--- src/design/asi_pkg.sv ---
package asi_pkg;

	//////////////////////////////
	// line and fifo geometry
	//////////////////////////////

	// one code group, j..a
	localparam int SYM_BITS = 10;

	// slot counter width, counts 0..SYM_BITS-1
	localparam int SLOT_W = 4;

	localparam int FIFO_DEPTH = 16;
	localparam int FIFO_AW = 4;

	// request slot, two cycles ahead of the load at the wrap
	localparam int REQ_SLOT = 7;

	//////////////////////////////
	// symbol encodings
	//////////////////////////////

	// comma byte, K28.5
	localparam logic [7:0] K28_5 = 8'hBC;

	// K28.5 at RD-, abcdei fghj = 001111 1010, a in bit 0
	localparam logic [SYM_BITS-1:0] COMMA_RDN = 10'b0101111100;

	// what a symbol slot carries
	typedef enum logic {
		SYM_DATA  = 1'b0,
		SYM_COMMA = 1'b1
	} asi_sym_kind_e;

	// selector to encoder, 9 bits
	typedef struct packed {
		asi_sym_kind_e kind;
		logic [7:0]    value;
	} asi_sym_t;

	// encoder to serializer, bit a first on the line
	typedef struct packed {
		logic [SYM_BITS-1:0] bits;
	} asi_code_t;

endpackage

--- src/design/asi_byte_fifo.sv ---
`timescale 1ns/1ns

module asi_byte_fifo (
	input  logic       clk,
	input  logic       rst,
	input  logic       wr,
	input  logic [7:0] wdata,
	input  logic       pop,
	output logic [7:0] head,
	output logic       empty,
	output logic       full,
	output logic       overflow
);
	import asi_pkg::*;

	// byte storage
	logic [7:0] mem [FIFO_DEPTH];

	logic [FIFO_AW-1:0] wr_ptr;
	logic [FIFO_AW-1:0] rd_ptr;
	// one bit wider than the pointers so a full buffer is countable
	logic [FIFO_AW:0] count;

	logic do_wr;
	logic do_rd;

	// full is tested before the pop of the same edge
	assign do_wr = wr && !full;
	assign do_rd = pop && !empty;

	assign empty = (count == '0);
	assign full = (count == (FIFO_AW+1)'(FIFO_DEPTH));

	// first word fall through
	assign head = mem[rd_ptr];

	//////////////////////////////
	// storage write
	//////////////////////////////

	always_ff @(posedge clk) begin
		if (do_wr) begin
			mem[wr_ptr] <= wdata;
		end
	end

	//////////////////////////////
	// pointers, level, overflow
	//////////////////////////////

	always_ff @(posedge clk) begin
		if (rst) begin
			wr_ptr <= '0;
			rd_ptr <= '0;
			count <= '0;
			overflow <= 1'b0;
		end else begin
			// pointers wrap on their own at FIFO_DEPTH
			if (do_wr) begin
				wr_ptr <= wr_ptr + 1'b1;
			end
			if (do_rd) begin
				rd_ptr <= rd_ptr + 1'b1;
			end
			// write and pop together leave the level unchanged
			if (do_wr && !do_rd) begin
				count <= count + 1'b1;
			end else if (do_rd && !do_wr) begin
				count <= count - 1'b1;
			end
			// sticky until reset, a dropped byte is lost for good
			if (wr && full) begin
				overflow <= 1'b1;
			end
		end
	end

endmodule

--- src/design/asi_enc_8b10b.sv ---
`timescale 1ns/1ns

module asi_enc_8b10b (
	input  logic              clk,
	input  logic              rst,
	input  asi_pkg::asi_sym_t  sym,
	input  logic              sym_valid,
	output asi_pkg::asi_code_t code
);
	import asi_pkg::*;

	//////////////////////////////
	// lookup tables, RD- column
	//////////////////////////////

	// 5b/6b, abcdei with a in bit 5
	function automatic logic [5:0] enc6_rdn(input logic [4:0] x);
		case (x)
			5'd0: return 6'b100111;
			5'd1: return 6'b011101;
			5'd2: return 6'b101101;
			5'd3: return 6'b110001;
			5'd4: return 6'b110101;
			5'd5: return 6'b101001;
			5'd6: return 6'b011001;
			5'd7: return 6'b111000;
			5'd8: return 6'b111001;
			5'd9: return 6'b100101;
			5'd10: return 6'b010101;
			5'd11: return 6'b110100;
			5'd12: return 6'b001101;
			5'd13: return 6'b101100;
			5'd14: return 6'b011100;
			5'd15: return 6'b010111;
			5'd16: return 6'b011011;
			5'd17: return 6'b100011;
			5'd18: return 6'b010011;
			5'd19: return 6'b110010;
			5'd20: return 6'b001011;
			5'd21: return 6'b101010;
			5'd22: return 6'b011010;
			5'd23: return 6'b111010;
			5'd24: return 6'b110011;
			5'd25: return 6'b100110;
			5'd26: return 6'b010110;
			5'd27: return 6'b110110;
			5'd28: return 6'b001110;
			5'd29: return 6'b101110;
			5'd30: return 6'b011110;
			default: return 6'b101011;
		endcase
	endfunction

	// 3b/4b, fghj with f in bit 3
	function automatic logic [3:0] enc4_rdn(input logic [2:0] y, input logic a7);
		case (y)
			3'd0: return 4'b1011;
			3'd1: return 4'b1001;
			3'd2: return 4'b0101;
			3'd3: return 4'b1100;
			3'd4: return 4'b1101;
			3'd5: return 4'b1010;
			3'd6: return 4'b0110;
			default: return a7 ? 4'b0111 : 4'b1110;
		endcase
	endfunction

	// abcdeifghj string order to a-in-bit-0 order
	function automatic logic [SYM_BITS-1:0] to_line_order(input logic [SYM_BITS-1:0] v);
		logic [SYM_BITS-1:0] r;
		for (int i = 0; i < SYM_BITS; i++) begin
			r[i] = v[SYM_BITS-1-i];
		end
		return r;
	endfunction

	// disparity the held code was encoded at
	logic rd_pos;
	// held code was unbalanced
	logic code_flip;

	logic is_k;
	logic [4:0] x;
	logic [2:0] y;
	logic rd_in;
	logic rd_mid;
	logic [5:0] tbl6;
	logic [5:0] code6;
	logic unbal6;
	logic [3:0] tbl4;
	logic [3:0] code4;
	logic unbal4;
	logic use_a7;
	logic k_rev;
	logic inv4;

	assign is_k = (sym.kind == SYM_COMMA);
	assign x = sym.value[4:0];
	assign y = sym.value[7:5];

	// line disparity after the held code
	assign rd_in = rd_pos ^ code_flip;

	//////////////////////////////
	// 6b sub-block
	//////////////////////////////

	// comma path is always K28
	assign tbl6 = is_k ? 6'b001111 : enc6_rdn(x);
	assign unbal6 = ($countones(tbl6) != 3);
	// D.07 is balanced but still alternates
	assign code6 = (rd_in && (unbal6 || (!is_k && x == 5'd7))) ? ~tbl6 : tbl6;
	assign rd_mid = rd_in ^ unbal6;

	//////////////////////////////
	// 4b sub-block
	//////////////////////////////

	// alternate x.A7 avoids a run of five across the boundary
	assign use_a7 = is_k ||
		(!rd_mid && (x == 5'd17 || x == 5'd18 || x == 5'd20)) ||
		(rd_mid && (x == 5'd11 || x == 5'd13 || x == 5'd14));
	assign tbl4 = enc4_rdn(y, use_a7);
	assign unbal4 = (y == 3'd0 || y == 3'd4 || y == 3'd7);

	// K28.1/.2/.5/.6 take the opposite polarity of the data rows
	assign k_rev = is_k && (y == 3'd1 || y == 3'd2 || y == 3'd5 || y == 3'd6);
	assign inv4 = k_rev ? !rd_mid : (rd_mid && (unbal4 || y == 3'd3));
	assign code4 = inv4 ? ~tbl4 : tbl4;

	//////////////////////////////
	// output register
	//////////////////////////////

	always_ff @(posedge clk) begin
		if (rst) begin
			code.bits <= COMMA_RDN;
			rd_pos <= 1'b0;
			// K28.5 is unbalanced
			code_flip <= 1'b1;
		end else if (sym_valid) begin
			code.bits <= to_line_order({code6, code4});
			rd_pos <= rd_in;
			code_flip <= unbal6 ^ unbal4;
		end
	end

endmodule

--- src/design/asi_serializer.sv ---
`timescale 1ns/1ns

module asi_serializer (
	input  logic              clk,
	input  logic              rst,
	input  asi_pkg::asi_code_t code,
	output logic              sym_req,
	output logic              asi_out
);
	import asi_pkg::*;

	// bit slot within the current symbol
	logic [SLOT_W-1:0] slot;
	logic last_slot;

	logic [SYM_BITS-1:0] shreg;

	assign last_slot = (slot == SLOT_W'(SYM_BITS - 1));

	// ahead of the load by the selector and encoder stages
	assign sym_req = (slot == SLOT_W'(REQ_SLOT));

	//////////////////////////////
	// slot counter, modulo 10
	//////////////////////////////

	always_ff @(posedge clk) begin
		if (rst) begin
			slot <= '0;
		end else if (last_slot) begin
			slot <= '0;
		end else begin
			slot <= slot + 1'b1;
		end
	end

	//////////////////////////////
	// shift register
	//////////////////////////////

	// starts out holding a comma so the line is never silent
	always_ff @(posedge clk) begin
		if (rst) begin
			shreg <= COMMA_RDN;
		end else if (last_slot) begin
			// new group lands as the counter wraps
			shreg <= code.bits;
		end else begin
			shreg <= {1'b0, shreg[SYM_BITS-1:1]};
		end
	end

	// bit a goes out first
	assign asi_out = shreg[0];

endmodule

--- src/design/asi_symbol_select.sv ---
`timescale 1ns/1ns

module asi_symbol_select (
	input  logic             clk,
	input  logic             rst,
	input  logic             sym_req,
	input  logic [7:0]       head,
	input  logic             empty,
	output logic             pop,
	output asi_pkg::asi_sym_t sym,
	output logic             sym_valid
);
	import asi_pkg::*;

	// kind of the slot being requested
	asi_sym_kind_e next_kind;
	logic [7:0] next_value;

	// an empty fifo means an idle slot
	assign next_kind = empty ? SYM_COMMA : SYM_DATA;
	assign next_value = empty ? K28_5 : head;

	// take the head byte in the request cycle itself
	assign pop = sym_req && !empty;

	//////////////////////////////
	// registered symbol
	//////////////////////////////

	// payload, only looked at with sym_valid
	always_ff @(posedge clk) begin
		if (sym_req) begin
			sym.kind <= next_kind;
			sym.value <= next_value;
		end
	end

	// one cycle after the request
	always_ff @(posedge clk) begin
		if (rst) begin
			sym_valid <= 1'b0;
		end else begin
			sym_valid <= sym_req;
		end
	end

	// head is only meaningful with the fifo non-empty,
	// and the comma value is fixed, so the decision
	// lives entirely in the empty flag sampled at sym_req

endmodule

--- src/design/asi_tx_top.sv ---
`timescale 1ns/1ns

module asi_tx_top (
	input  logic       clk,
	input  logic       rst,
	input  logic       valid,
	input  logic [7:0] data,
	output logic       full,
	output logic       overflow,
	output logic       asi_out
);
	import asi_pkg::*;

	// fifo to selector
	logic [7:0] head;
	logic empty;
	logic pop;

	// serializer to selector
	logic sym_req;

	// selector to encoder
	asi_sym_t sym;
	logic sym_valid;

	// encoder to serializer
	asi_code_t code;

	//////////////////////////////
	// byte buffer
	//////////////////////////////

	asi_byte_fifo u_fifo (
		.clk(clk),
		.rst(rst),
		.wr(valid),
		.wdata(data),
		.pop(pop),
		.head(head),
		.empty(empty),
		.full(full),
		.overflow(overflow)
	);

	// data byte or idle comma per slot
	asi_symbol_select u_select (
		.clk(clk),
		.rst(rst),
		.sym_req(sym_req),
		.head(head),
		.empty(empty),
		.pop(pop),
		.sym(sym),
		.sym_valid(sym_valid)
	);

	// 8b10b with running disparity
	asi_enc_8b10b u_enc (
		.clk(clk),
		.rst(rst),
		.sym(sym),
		.sym_valid(sym_valid),
		.code(code)
	);

	// slot timing and line output
	asi_serializer u_ser (
		.clk(clk),
		.rst(rst),
		.code(code),
		.sym_req(sym_req),
		.asi_out(asi_out)
	);

endmodule

--- config.mk ---
export PLATFORM = sky130hd
export DESIGN_NAME = asi_tx_top
export DESIGN_NICKNAME = d
export VERILOG_FILES = /design/src/design/asi_pkg.sv /design/src/design/asi_byte_fifo.sv /design/src/design/asi_enc_8b10b.sv /design/src/design/asi_serializer.sv /design/src/design/asi_symbol_select.sv /design/src/design/asi_tx_top.sv
export SDC_FILE = /design/constraint.sdc
export NUM_CORES = 1
export LEC_CHECK = 0
export ABC_AREA = 1
export BUFFER_PORTS_ARGS = -buffer_cell sky130_fd_sc_hd__buf_2
export CAP_MARGIN = 20
export CORE_MARGIN = 2
export CORE_UTILIZATION = 45
export DETAILED_ROUTE_END_ITERATION = 8
export GPL_TIMING_DRIVEN = 0
export PLACE_DENSITY = 0.64
export SYNTH_ARGS = -nofsm -noshare
export SYNTH_HDL_FRONTEND = slang
export SYNTH_SLANG_ARGS = --single-unit
--- constraint.sdc ---
create_clock -name clk -period 3.85 [get_ports clk]
set_input_delay 0.5775 -clock clk [delete_from_list [all_inputs] [get_ports clk]]
set_output_delay 0.5775 -clock clk [all_outputs]
set_load 0.01 [all_outputs]
==> metrics <==
outcome finished, final reports clean; Seq pwr share 52.0%; Antenna diodes 0; maximum clock path buffer count 2; Seq cells post-synth roughly 180; async set or reset register ratio after synthesis 0%; final WL 18240 um; cell taking the most area after synthesis edfxtp_1; Rows 48; top cell type's share of synthesized area between 50% and 60%; dpl ws ~0.11 ns; post-cts hold buffer count 0; delay of the slowest critical-path stage 0.47 ns; CP startpoint kind flop; Setup violations, final 0; drt pass-1 iters 5; Top FF cell, synth edfxtp_1; Post-synth EDFFs ~140; Pins Over Slew Limit 0; layout cell share with drive strength beyond 1 roughly an eighth; sequential-to-total area share from yosys stat between 60% and 70%; Final min period about 3.6 ns; crit-path cells inv_2, ha_1, a22oi_1, nand2_1, a21oi_1, nand2_1, ha_1, fa_1, ha_1, nand2_1, inv_1, nand2_1, nand2_2, nand2_2, nand4_2, nand2_2, or2_1, nand3_1, nand2_1, inv_1; clock power share 42.5%; Die ar. 18630 um^2; CTS sink count approximately 180; DPL Wire Length roughly 12000 um; Num CTS Buffers 17; switching share of power between 20% and 30%; routed len/inst around 18 um; Worst path slowest cell edfxtp_1; setup TNS 0 ns; # H-tree levels 4; CP endpoint kind flop; VDD IR max 0.3512 mV; post-route ant nets 0; final setup margin roughly 0.25 ns; dpl cell area ~8200 um^2; post-route DRC violation count 0; RSZ-0062 raised after global routing no; Detailed Route Iter0 Violations about 500; Total GRT Usage 20.60%; Vias 5606; Max Fclk approximately 280 MHz; Port Buf Inserts 13; initial core utilization a little under half; final global-route overflow total 0; Leakage roughly 3.3 nW; final hold slack roughly 0.42 ns; Syn Nets around 770; Synth area leaders edfxtp_1 52%, dfxtp_1 10%, nor2_1 5.6%; switching power 0.0009530 W; Fin Clk Skew 0.01395 ns; Max-Cap Viols 0; Placer Congestion 0.8418; first-pass GRT wire length between 20000 and 30000 um; ratio of final minimum period to clock period 93.51%; cell area after layout 8874 um^2; WP data required ~4.2 ns; Area Overhead vs Synth 12.32%; Reg clk slew, reported paths around 0.07 ns; Worst path most repeated cell nand2_1; CP Data Arrival Time ~4 ns; Clock Latency Late Sink ~0.43 ns; initial antenna violation count 0; core footprint roughly 17000 um^2; Rel. slew slack between 30% and 40%; via/cell ratio 5.556; Post-Syn Instances roughly 740; largest net degree at the start of global routing 18; Synth warnings 0; Root Driver clkbuf_16; number of primary I/O pins 14; vias in the first global route around 5600; mapped cell area a little under 8000 um^2; worst hold path class primary input to flop; Setup Crit Path Kind flop to flop; transition time of the tightest slew-check pin roughly 1.0 ns; P per Cell Area between 400 and 500 nW/um^2; CP max FO 8; Die H around 140 um; nets between 800 and 900; Fin. Hold Viols 0; synth unique cells 45; Syn Area/Cell roughly 11 um^2; post-layout util between 50% and 60%; P_int 0.003167 W; Die X between 100 and 150 um; CTS tree done; combinational power share ~5.5%
[what timing repair did]
action | 4_1_cts | 5_1_grt
gates resized for setup | 0 | 1
setup endpoints to repair | 0 | 5
setup buffers | 0 | 3
[registers in the layout, indices dropped and copies added (netlist names), 4 cells and up]
signal         flops
u_enc.code        10
u_select.sym       9
u_fifo.rd_ptr      4
u_fifo.wr_ptr      4
u_fifo.mem       128
u_ser.slot         4
u_fifo.count       5
u_ser.shreg       10
[cell type report]
| cell class | count | area (um^2) |
|---|---|---|
| fillers | 1497 | 8363 |
| flip-flops and latches | 178 | 4935 |
| multi-input cells | 464 | 2576 |
| clock buffers | 18 | 429.2 |
| well taps | 225 | 281.5 |
| inverters | 63 | 239.0 |
| clock inverters | 14 | 175.2 |
| plain buffers | 31 | 150.1 |
| repair buffers | 16 | 87.58 |
[power groups by stage]
stage               Clock (W)  Combinational (W)  Sequential [W]
floorplan                   0           0.000144         0.00218
global placement            0           0.000212         0.00218
detailed placement          0           0.000225         0.00218
CTS                   0.00177           0.000226         0.00214
global route          0.00185           0.000256         0.00214
finish                0.00175           0.000227         0.00214
[worst max-delay path, delay by kind of cell, from the launching register on]
kind / cells / cell delay (ns)
AO/OA/AOI/OAI: 2 / 0.45
adder cells (fa/ha/maj): 4 / 1.26
buffers and inverters: 3 / 0.22
flip-flops: 1 / 0.47
AND/OR/NAND/NOR: 11 / 1.09
[placed cells by master, fill, tap and decap left out, drive strengths merged]
master,instances
clkbuf,32
or2,1
edfxtp,137
a21boi,1
clkinv,7
bufinv,2
dfxtp,41
nand3,42
o21bai,1
o31ai,1
o21ai,86
o211ai,3
o221ai,31
nor2,121
xor2,3
inv,67
o22ai,1
a21oi,31
a21o,1
nand2,92
a211oi,1
a22oi,2
o2bb2ai,1
fa,3
a31oi,1
o22a,6
nor3,6
buf,33
nor3b,2
nor4,1
o2111ai,1
nand4,2
ha,23
clkinvlp,1
[kinds of logic (layout without fill, tap and decap cells)]
logic type                 after synthesis  count (layout)  synth area share (%)
buffers and inverters                   94             142                 4.926
DFF                                    178             178                 62.46
adders and majority gates               26              26                 4.403
and+or+nand+nor                        267             267                 14.76
xor gates and xnor gates                 3               3                0.3327
AOI/OAI and AO/OA                      168             168                 13.11
[metal layers]
metal / global-route usage (%) / vias up / routed length (um)
li1: - / 2675 / -
met1: 25.90 / 2712 / 7629
met2: 35.56 / 195 / 9228
met3: 4.037 / 24 / 1075
met4: 7.060 / 0 / 309
met5: 0 / - / 0
[cell usage after synthesis (2+ instances only)]
master and number:
buf_6 2, nor3_1 6, nand3_1 40, a21oi_1 30
edfxtp_1 137, o221ai_1 31, clkbuf_1 14, nand3_2 2
o21ai_1 4, o22a_1 6, inv_2 7, nor2_4 2
xor2_1 3, ha_1 23, a22oi_1 2, o21ai_0 81
nand2_2 10, o211ai_1 3, dfxtp_1 41, inv_1 54
nand2_1 82, fa_1 3, buf_2 15, nor2_1 117
[final timing paths]
| check | startpoint | to | slack, ns | cells after the start |
|---|---|---|---|---|
| hold reg to reg | u_enc.code[9]$_SDFFE_PP0P_ | u_ser.shreg[9]$_SDFF_PP0_ | 0.43 | 2 |
| hold / removal | valid | u_fifo.overflow$_SDFFE_PP0P_ | 0.42 | 3 |
| setup / recovery | u_select.sym[1]$_SDFFCE_PP0P_ | u_enc.code[7]$_SDFFE_PP0P_ | 0.25 | 20 |
| setup reg to reg | u_select.sym[1]$_SDFFCE_PP0P_ | u_enc.code[7]$_SDFFE_PP0P_ | 0.25 | 20 |
[per-stage QoR]
step           total power, W  cells
3_5_place_dp         0.002407    974
4_1_cts              0.004136   1006
6_report             0.004120   1009
3_3_place_gp         0.002392    974
2_1_floorplan        0.002322    736
5_1_grt              0.004255   1009
(Power assumes the default switching activity.)
